--- src/source/fp_dec_pkg.sv ---
package fp_dec_pkg;

	// IEEE-754 single precision field widths
	localparam int EXP_W   = 8;
	localparam int MANT_W  = 23;

	localparam logic [EXP_W-1:0] EXP_BIAS = 8'd127;

	// fixed-point reading widths
	localparam int INT_W   = 24;      // integer part, hidden one plus mantissa
	localparam int FRAC_W  = 3;       // eighths below the binary point
	localparam int MILLI_W = 10;      // 0 .. 875 thousandths

	localparam int SHAMT_W     = 5;   // exponent magnitude, saturated
	localparam int MAX_POS_EXP = 23;  // largest exponent with a fitting integer part

	// raw float word
	typedef struct packed {
		logic              sign;
		logic [EXP_W-1:0]  exp;
		logic [MANT_W-1:0] mant;
	} flp_t;

	// exponent class after unbias
	typedef enum logic [1:0] {
		CLS_ZERO    = 2'd0,  // zero and subnormals
		CLS_POS_EXP = 2'd1,  // 0 .. 23
		CLS_NEG_EXP = 2'd2,  // below zero
		CLS_RANGE   = 2'd3   // too large, inf, nan
	} exp_cls_e;

	// first pipeline stage
	typedef struct packed {
		logic                sign;
		exp_cls_e            cls;
		logic [SHAMT_W-1:0]  shamt;
		logic [MANT_W-1:0]   mant;
	} flp_stage_t;

	// aligned magnitude
	typedef struct packed {
		logic [INT_W-1:0]  int_part;
		logic [FRAC_W-1:0] frac_bits;
	} align_t;

	// decimal reading
	typedef struct packed {
		logic               sign;
		logic [INT_W-1:0]   int_part;
		logic [MILLI_W-1:0] frac_milli;
		logic               range_err;
	} dec_out_t;

endpackage

--- src/source/dec_result_reg.sv ---
`timescale 1ns/1ps

module dec_result_reg
	import fp_dec_pkg::*;
(
	input  logic       clk_i,
	input  logic       rst_n_i,
	input  flp_stage_t stage_i,
	input  logic       stage_valid_i,
	input  align_t     align_i,
	output dec_out_t   dec_o,
	output logic       dec_valid_o
);

	logic [MILLI_W-1:0] milli;
	logic               range_err;
	dec_out_t           dec_d;

	// eighths to thousandths
	always_comb begin
		case (align_i.frac_bits)
			3'd0:    milli = 10'd0;
			3'd1:    milli = 10'd125;
			3'd2:    milli = 10'd250;
			3'd3:    milli = 10'd375;
			3'd4:    milli = 10'd500;
			3'd5:    milli = 10'd625;
			3'd6:    milli = 10'd750;
			default: milli = 10'd875;
		endcase
	end

	always_comb begin
		range_err = (stage_i.cls == CLS_RANGE);
	end

	always_comb begin
		dec_d.sign      = stage_i.sign;  // kept even on range error
		dec_d.range_err = range_err;
		if (range_err) begin
			dec_d.int_part   = '0;
			dec_d.frac_milli = '0;
		end else begin
			dec_d.int_part   = align_i.int_part;
			dec_d.frac_milli = milli;
		end
	end

	always_ff @(posedge clk_i or negedge rst_n_i) begin
		if (!rst_n_i) begin
			dec_valid_o <= 1'b0;
		end else begin
			dec_valid_o <= stage_valid_i;
		end
	end

	// reading holds between results
	always_ff @(posedge clk_i or negedge rst_n_i) begin
		if (!rst_n_i) begin
			dec_o <= '0;
		end else if (stage_valid_i) begin
			dec_o <= dec_d;
		end
	end

endmodule

--- src/source/flp_classify.sv ---
`timescale 1ns/1ps

module flp_classify
	import fp_dec_pkg::*;
(
	input  logic       clk_i,
	input  logic       rst_n_i,
	input  flp_t       flp_i,
	input  logic       flp_valid_i,
	output flp_stage_t stage_o,
	output logic       stage_valid_o
);

	logic [EXP_W:0]     unb_sum;     // carry plus difference
	logic               exp_nonneg;
	logic [EXP_W-1:0]   unb_exp;
	logic [EXP_W-1:0]   exp_mag;
	logic [SHAMT_W-1:0] shamt_sat;
	exp_cls_e           cls_d;
	flp_stage_t         stage_d;

	// exp - 127 as exp + ~127 + 1, carry means exp >= 127
	always_comb begin
		unb_sum    = {1'b0, flp_i.exp} + {1'b0, ~EXP_BIAS} + 1'b1;
		exp_nonneg = unb_sum[EXP_W];
		unb_exp    = unb_sum[EXP_W-1:0];
	end

	// magnitude of the unbiased exponent
	always_comb begin
		if (exp_nonneg) begin
			exp_mag = unb_exp;
		end else begin
			exp_mag = ~unb_exp + 8'd1;  // two's complement negate
		end
	end

	// anything past 31 shifts everything out anyway
	always_comb begin
		if (|exp_mag[EXP_W-1:SHAMT_W]) begin
			shamt_sat = '1;
		end else begin
			shamt_sat = exp_mag[SHAMT_W-1:0];
		end
	end

	always_comb begin
		if (flp_i.exp == '0) begin
			cls_d = CLS_ZERO;
		end else if (flp_i.exp == '1) begin
			cls_d = CLS_RANGE;  // inf and nan
		end else if (exp_nonneg) begin
			if (exp_mag > MAX_POS_EXP) begin
				cls_d = CLS_RANGE;
			end else begin
				cls_d = CLS_POS_EXP;
			end
		end else begin
			cls_d = CLS_NEG_EXP;
		end
	end

	always_comb begin
		stage_d.sign  = flp_i.sign;
		stage_d.cls   = cls_d;
		stage_d.shamt = shamt_sat;
		stage_d.mant  = flp_i.mant;
	end

	always_ff @(posedge clk_i or negedge rst_n_i) begin
		if (!rst_n_i) begin
			stage_valid_o <= 1'b0;
		end else begin
			stage_valid_o <= flp_valid_i;
		end
	end

	// payload only moves on a strobe
	always_ff @(posedge clk_i) begin
		if (flp_valid_i) begin
			stage_o <= stage_d;
		end
	end

endmodule

--- src/source/fp_to_dec_top.sv ---
`timescale 1ns/1ps

module fp_to_dec_top
	import fp_dec_pkg::*;
(
	input  logic     clk_i,
	input  logic     rst_n_i,
	input  flp_t     flp_i,
	input  logic     flp_valid_i,
	output dec_out_t dec_o,
	output logic     dec_valid_o
);

	flp_stage_t stage;
	logic       stage_valid;
	align_t     align;

	// stage 1, unbias and classify
	flp_classify u_classify (
		.clk_i         (clk_i),
		.rst_n_i       (rst_n_i),
		.flp_i         (flp_i),
		.flp_valid_i   (flp_valid_i),
		.stage_o       (stage),
		.stage_valid_o (stage_valid)
	);

	// combinational, between the two registers
	mant_align u_align (
		.stage_i (stage),
		.align_o (align)
	);

	// stage 2, decimal reading
	dec_result_reg u_result (
		.clk_i         (clk_i),
		.rst_n_i       (rst_n_i),
		.stage_i       (stage),
		.stage_valid_i (stage_valid),
		.align_i       (align),
		.dec_o         (dec_o),
		.dec_valid_o   (dec_valid_o)
	);

endmodule

--- src/source/mant_align.sv ---
`timescale 1ns/1ps

module mant_align
	import fp_dec_pkg::*;
(
	input  flp_stage_t stage_i,
	output align_t     align_o
);

	localparam int FRAME_W = INT_W + FRAC_W;  // integer bits over three fraction bits
	localparam int SHR_W   = 6;               // up to 23 + 31

	logic [INT_W-1:0]   hid_mant;
	logic [FRAME_W-1:0] frame;
	logic [FRAME_W-1:0] aligned;
	logic [SHR_W-1:0]   shr;
	logic               in_window;

	// hidden one in front, binary point below bit 0 of the mantissa
	always_comb begin
		hid_mant = {1'b1, stage_i.mant};
		frame    = {hid_mant, {FRAC_W{1'b0}}};
	end

	// The frame holds 1.mant scaled by 2^23. A positive exponent e leaves
	// 23-e bits to drop, a negative one adds its magnitude on top, so both
	// directions reduce to one right shift.
	always_comb begin
		case (stage_i.cls)
			CLS_POS_EXP: begin
				shr       = SHR_W'(MAX_POS_EXP) - {1'b0, stage_i.shamt};
				in_window = 1'b1;
			end
			CLS_NEG_EXP: begin
				shr       = SHR_W'(MAX_POS_EXP) + {1'b0, stage_i.shamt};
				in_window = 1'b1;
			end
			default: begin
				shr       = '0;
				in_window = 1'b0;  // zero, subnormal or out of range
			end
		endcase
	end

	always_comb begin
		aligned = frame >> shr;  // large shifts clear the frame
	end

	// negative exponents always shift past the integer field
	always_comb begin
		if (in_window) begin
			align_o.int_part  = aligned[FRAME_W-1:FRAC_W];
			align_o.frac_bits = aligned[FRAC_W-1:0];
		end else begin
			align_o.int_part  = '0;
			align_o.frac_bits = '0;
		end
	end

endmodule
--- config.mk ---
export PLATFORM = sky130hd
export DESIGN_NAME = fp_to_dec_top
export DESIGN_NICKNAME = d
export VERILOG_FILES = /design/src/source/fp_dec_pkg.sv /design/src/source/dec_result_reg.sv /design/src/source/flp_classify.sv /design/src/source/fp_to_dec_top.sv /design/src/source/mant_align.sv
export SDC_FILE = /design/constraint.sdc
export NUM_CORES = 1
export LEC_CHECK = 0
export BUFFER_PORTS_ARGS = -buffer_cell sky130_fd_sc_hd__buf_2
export CORE_ASPECT_RATIO = 0.8
export CORE_MARGIN = 1.5
export CORE_UTILIZATION = 55
export DETAILED_ROUTE_END_ITERATION = 6
export GPL_TIMING_DRIVEN = 0
export PLACE_DENSITY = 0.78
export SYNTH_ARGS = -nofsm -noshare
export SYNTH_HDL_FRONTEND = slang
export SYNTH_SLANG_ARGS = --single-unit
--- constraint.sdc ---
create_clock -name clk_i -period 3.5 [get_ports clk_i]
set_clock_uncertainty 0.15 [all_clocks]
set_input_delay 0.525 -clock clk_i [delete_from_list [all_inputs] [get_ports clk_i]]
set_output_delay 0.525 -clock clk_i [all_outputs]
set_load 0.02 [all_outputs]
==> run summary <==
# H-tree levels = 3
gr usage total = 25.8%
Nets = 534
Max Buffers Root-to-Sink = 2
top area cells in the synthesized netlist = edfxtp_1 21%, dfrtp_1 21%, mux4_2 9.6%, nand2_1 4.9%, mux2i_1 4.7%
Final Hold Vio Count = 0
most common cell after layout, fill and taps aside = buf_2
CP most frequent cell = mux2i_1
flop-to-flop setup slack = 0.20 ns
first-pass GRT wire length = 17200 microns
Yosys cell types = 63
Synth top area share = 21.0%
f_max = 303 MHz
Final Cycle Share = 94.2%
number of global-route vias before repair = 3356
Pwr Total = 2630 uW
TritonCTS clock tree = built
initial antenna violation count = 0
number of synthesized register bits = 68
DRT Pass-1 Iters = 5
gpl congestion = 0.973
hpwl dp = 7760 microns
initial core utilization = 56.3%
die width = 103 microns
critical path cell sequence = ha_1, buf_2, nand2b_2, o21a_1, clkbuf_4, mux2i_1, mux2i_1, or3_1, a31oi_4, nand2_1, o21ba_1, o2bb2ai_2
path depth of the worst reg2reg path = 12
clk_lat worst skew = 0.36 ns
Num Clock Sinks = 68
TritonCTS buffer count = 9
DRC = 0
Core ar. = 7870 sq um
slowest cell on the critical path = edfxtp_1
clock-pin slew on the worst setup and hold paths = 0.08 ns
layout cells sized above 1 = 28.0%
vias per inst = 6.13
fraction of registers with async set/reset = 54.4%
Worst EP required = 3.64 ns
Critical Path AT = 3.43 ns
worst setup path end = u_result.dec_o[9]$_DFFE_PN0P_
wire per inst = 17.4 microns
status = finished clean
Post-synth EDFFs = 31
IO buf count = 66
Final setup viols = 0
CTS Hold Bufs = 0
Period minus WS final = 3.30 ns
Final Max Slew Viols = 0
Mapped Nets = 456
IO Pins = 72
worst slew pin tran = 0.799 ns
max-cap viol count = 0
largest net degree at the start of global routing = 38
die area = 8620 sq um
Clock Root Buffer = clkbuf_8
DRT Wirelength = 10500 microns
Mean Syn Cell Area = 10.7 sq um
type of the most critical hold path = in2async
slowest stage delay, CP = 0.42 ns
most frequent cells in the layout = 71 x buf_2, 58 x nand2_1, 37 x dfrtp_1
setup TNS = 0 ns
P_leak = 0.00231 uW
CP startpoint = u_classify.stage_o[29]$_SDFFCE_PN0P_
ANT nets after route = 0
Post-Synthesis Cells = 413
crit-path max FO = 10
worst r2r src = u_classify.stage_o[29]$_SDFFCE_PN0P_
row count = 29
Starting DRT DRC Count = 256
Synth area leader = edfxtp_1
top_reg_cell synth = dfrtp_1
DIE HEIGHT = 83.3 microns
Synthesis Warnings = 0
Setup crit start kind = register
Max-slew headroom = 46.7%
ant diodes = 0
reg2reg end = u_result.dec_o[9]$_DFFE_PN0P_
sequential share of the synthesized area = 41.9%
GRT overflow = 0
PwrDens = 509 nW/um^2
Via Count = 3700
worst vdd ir = 0.000386 V
RSZ-0062 raised after global routing = no
critical path type = reg2reg
Netlist Area Pre-Place = 4440 sq um
Area Growth Syn to Fin = 16.5%
Worst Setup End Kind = register
-- synth_stat cells (all sizes together), types with 2 or more instances --
| master | count |
|---|---|
| o31ai | 2 |
| a21oi | 22 |
| mux4 | 20 |
| nand2 | 58 |
| o32ai | 2 |
| mux2i | 22 |
| o21ai | 11 |
| buf | 16 |
| nor2 | 27 |
| o21a | 3 |
| and3 | 6 |
| a32oi | 3 |
| a22o | 3 |
| dfrtp | 37 |
| or3 | 7 |
| nor4 | 2 |
| nand3 | 12 |
| a32o | 7 |
| o2bb2ai | 22 |
| nor2b | 2 |
| a211oi | 4 |
| ha | 8 |
| xnor2 | 8 |
| nand2b | 4 |
| inv | 13 |
| clkbuf | 18 |
| edfxtp | 31 |
| mux2 | 4 |
| o22ai | 2 |
| o31a | 2 |
| nor3 | 7 |
| xor2 | 3 |
| a31oi | 9 |
-- sequential cells by signal, indices dropped and copies added, names as in the netlist --
register / count
u_result.dec_o: 35
u_classify.stage_valid_o: 1
u_classify.stage_o: 31
u_result.dec_valid_o: 1
-- how the worst min path moves through the flow --
stage	from	endpoint	slack, ns	depth (start not counted)
after floorplan	rst_n_i	u_classify.stage_valid_o$_DFF_PN0_	0.08	0
after global placement	u_classify.stage_valid_o$_DFF_PN0_	u_result.dec_valid_o$_DFF_PN0_	0.30	0
after detailed placement	u_classify.stage_valid_o$_DFF_PN0_	u_result.dec_valid_o$_DFF_PN0_	0.31	0
after CTS	rst_n_i	u_result.dec_o[23]$_DFFE_PN0P_	0.13	1
after global routing	rst_n_i	u_result.dec_o[3]$_DFFE_PN0P_	0.16	1
final	rst_n_i	u_result.dec_o[7]$_DFFE_PN0P_	0.1	1
-- routing by layer --
layer | up-vias | global-route usage, % | part of all wire, %
met3 | 24 | 7.07 | 8.8
met5 | - | 0 | 0
li1 | 1722 | - | -
met4 | 0 | 7.62 | 1.8
met2 | 188 | 36.2 | 43
met1 | 1766 | 39.0 | 47
-- worst max-delay path, delay by kind of cell, from the launching register on --
family	cells	cell delay (ns)
buffers and inverters	2	0.44
AOI/OAI and AO/OA	4	0.68
DFF	1	0.42
muxes	2	0.50
adders and majority gates	1	0.33
and+or+nand+nor	3	0.71
-- stage by stage --
step                      utilization, %  area [sq um]  cells  hold WS (ns)  setup slack [ns]
after global routing                65.6          5170    604         0.164           0.00836
after detailed placement            62.2          4900    587         0.309            0.0131
after global placement              62.2          4900    587         0.305            0.0593
final                               65.6          5170    604        0.0966             0.203
after floorplan                        -          4440    413        0.0794             0.563
after CTS                           65.2          5130    603         0.134            0.0245
-- kinds of logic after synthesis --
group / count (synthesis) / synth area share, %
simple gates: 131 / 13.4
compound gates: 102 / 18.6
flops: 68 / 41.9
buf+inv: 47 / 5.16
mux: 46 / 16.5
xor+xnor: 11 / 2.17
fa+ha+maj: 8 / 2.26
-- cell type report --
type / instances / area (sq um)
Inverter: 13 / 48.8
Buffer: 34 / 188
Clock buffer: 13 / 213
Multi-Input combinational cell: 298 / 2370
Sequential cell: 68 / 1860
Clock inverter: 3 / 20.0
Tap cell: 108 / 135
Fill cell: 650 / 2710
Timing Repair Buffer: 67 / 338
-- where the power goes --
part           switching [uW]  internal, uW
clock network             309           407
logic                     535           367
registers                76.2           938
-- repair_timing --
action | in CTS | in global routing
endpoints found under the setup margin | 0 | 11
buffers inserted | 0 | 1
resized for setup | 0 | 11
endpoints found under the hold margin | 0 | 0
Power figures use the tool's default switching activity.
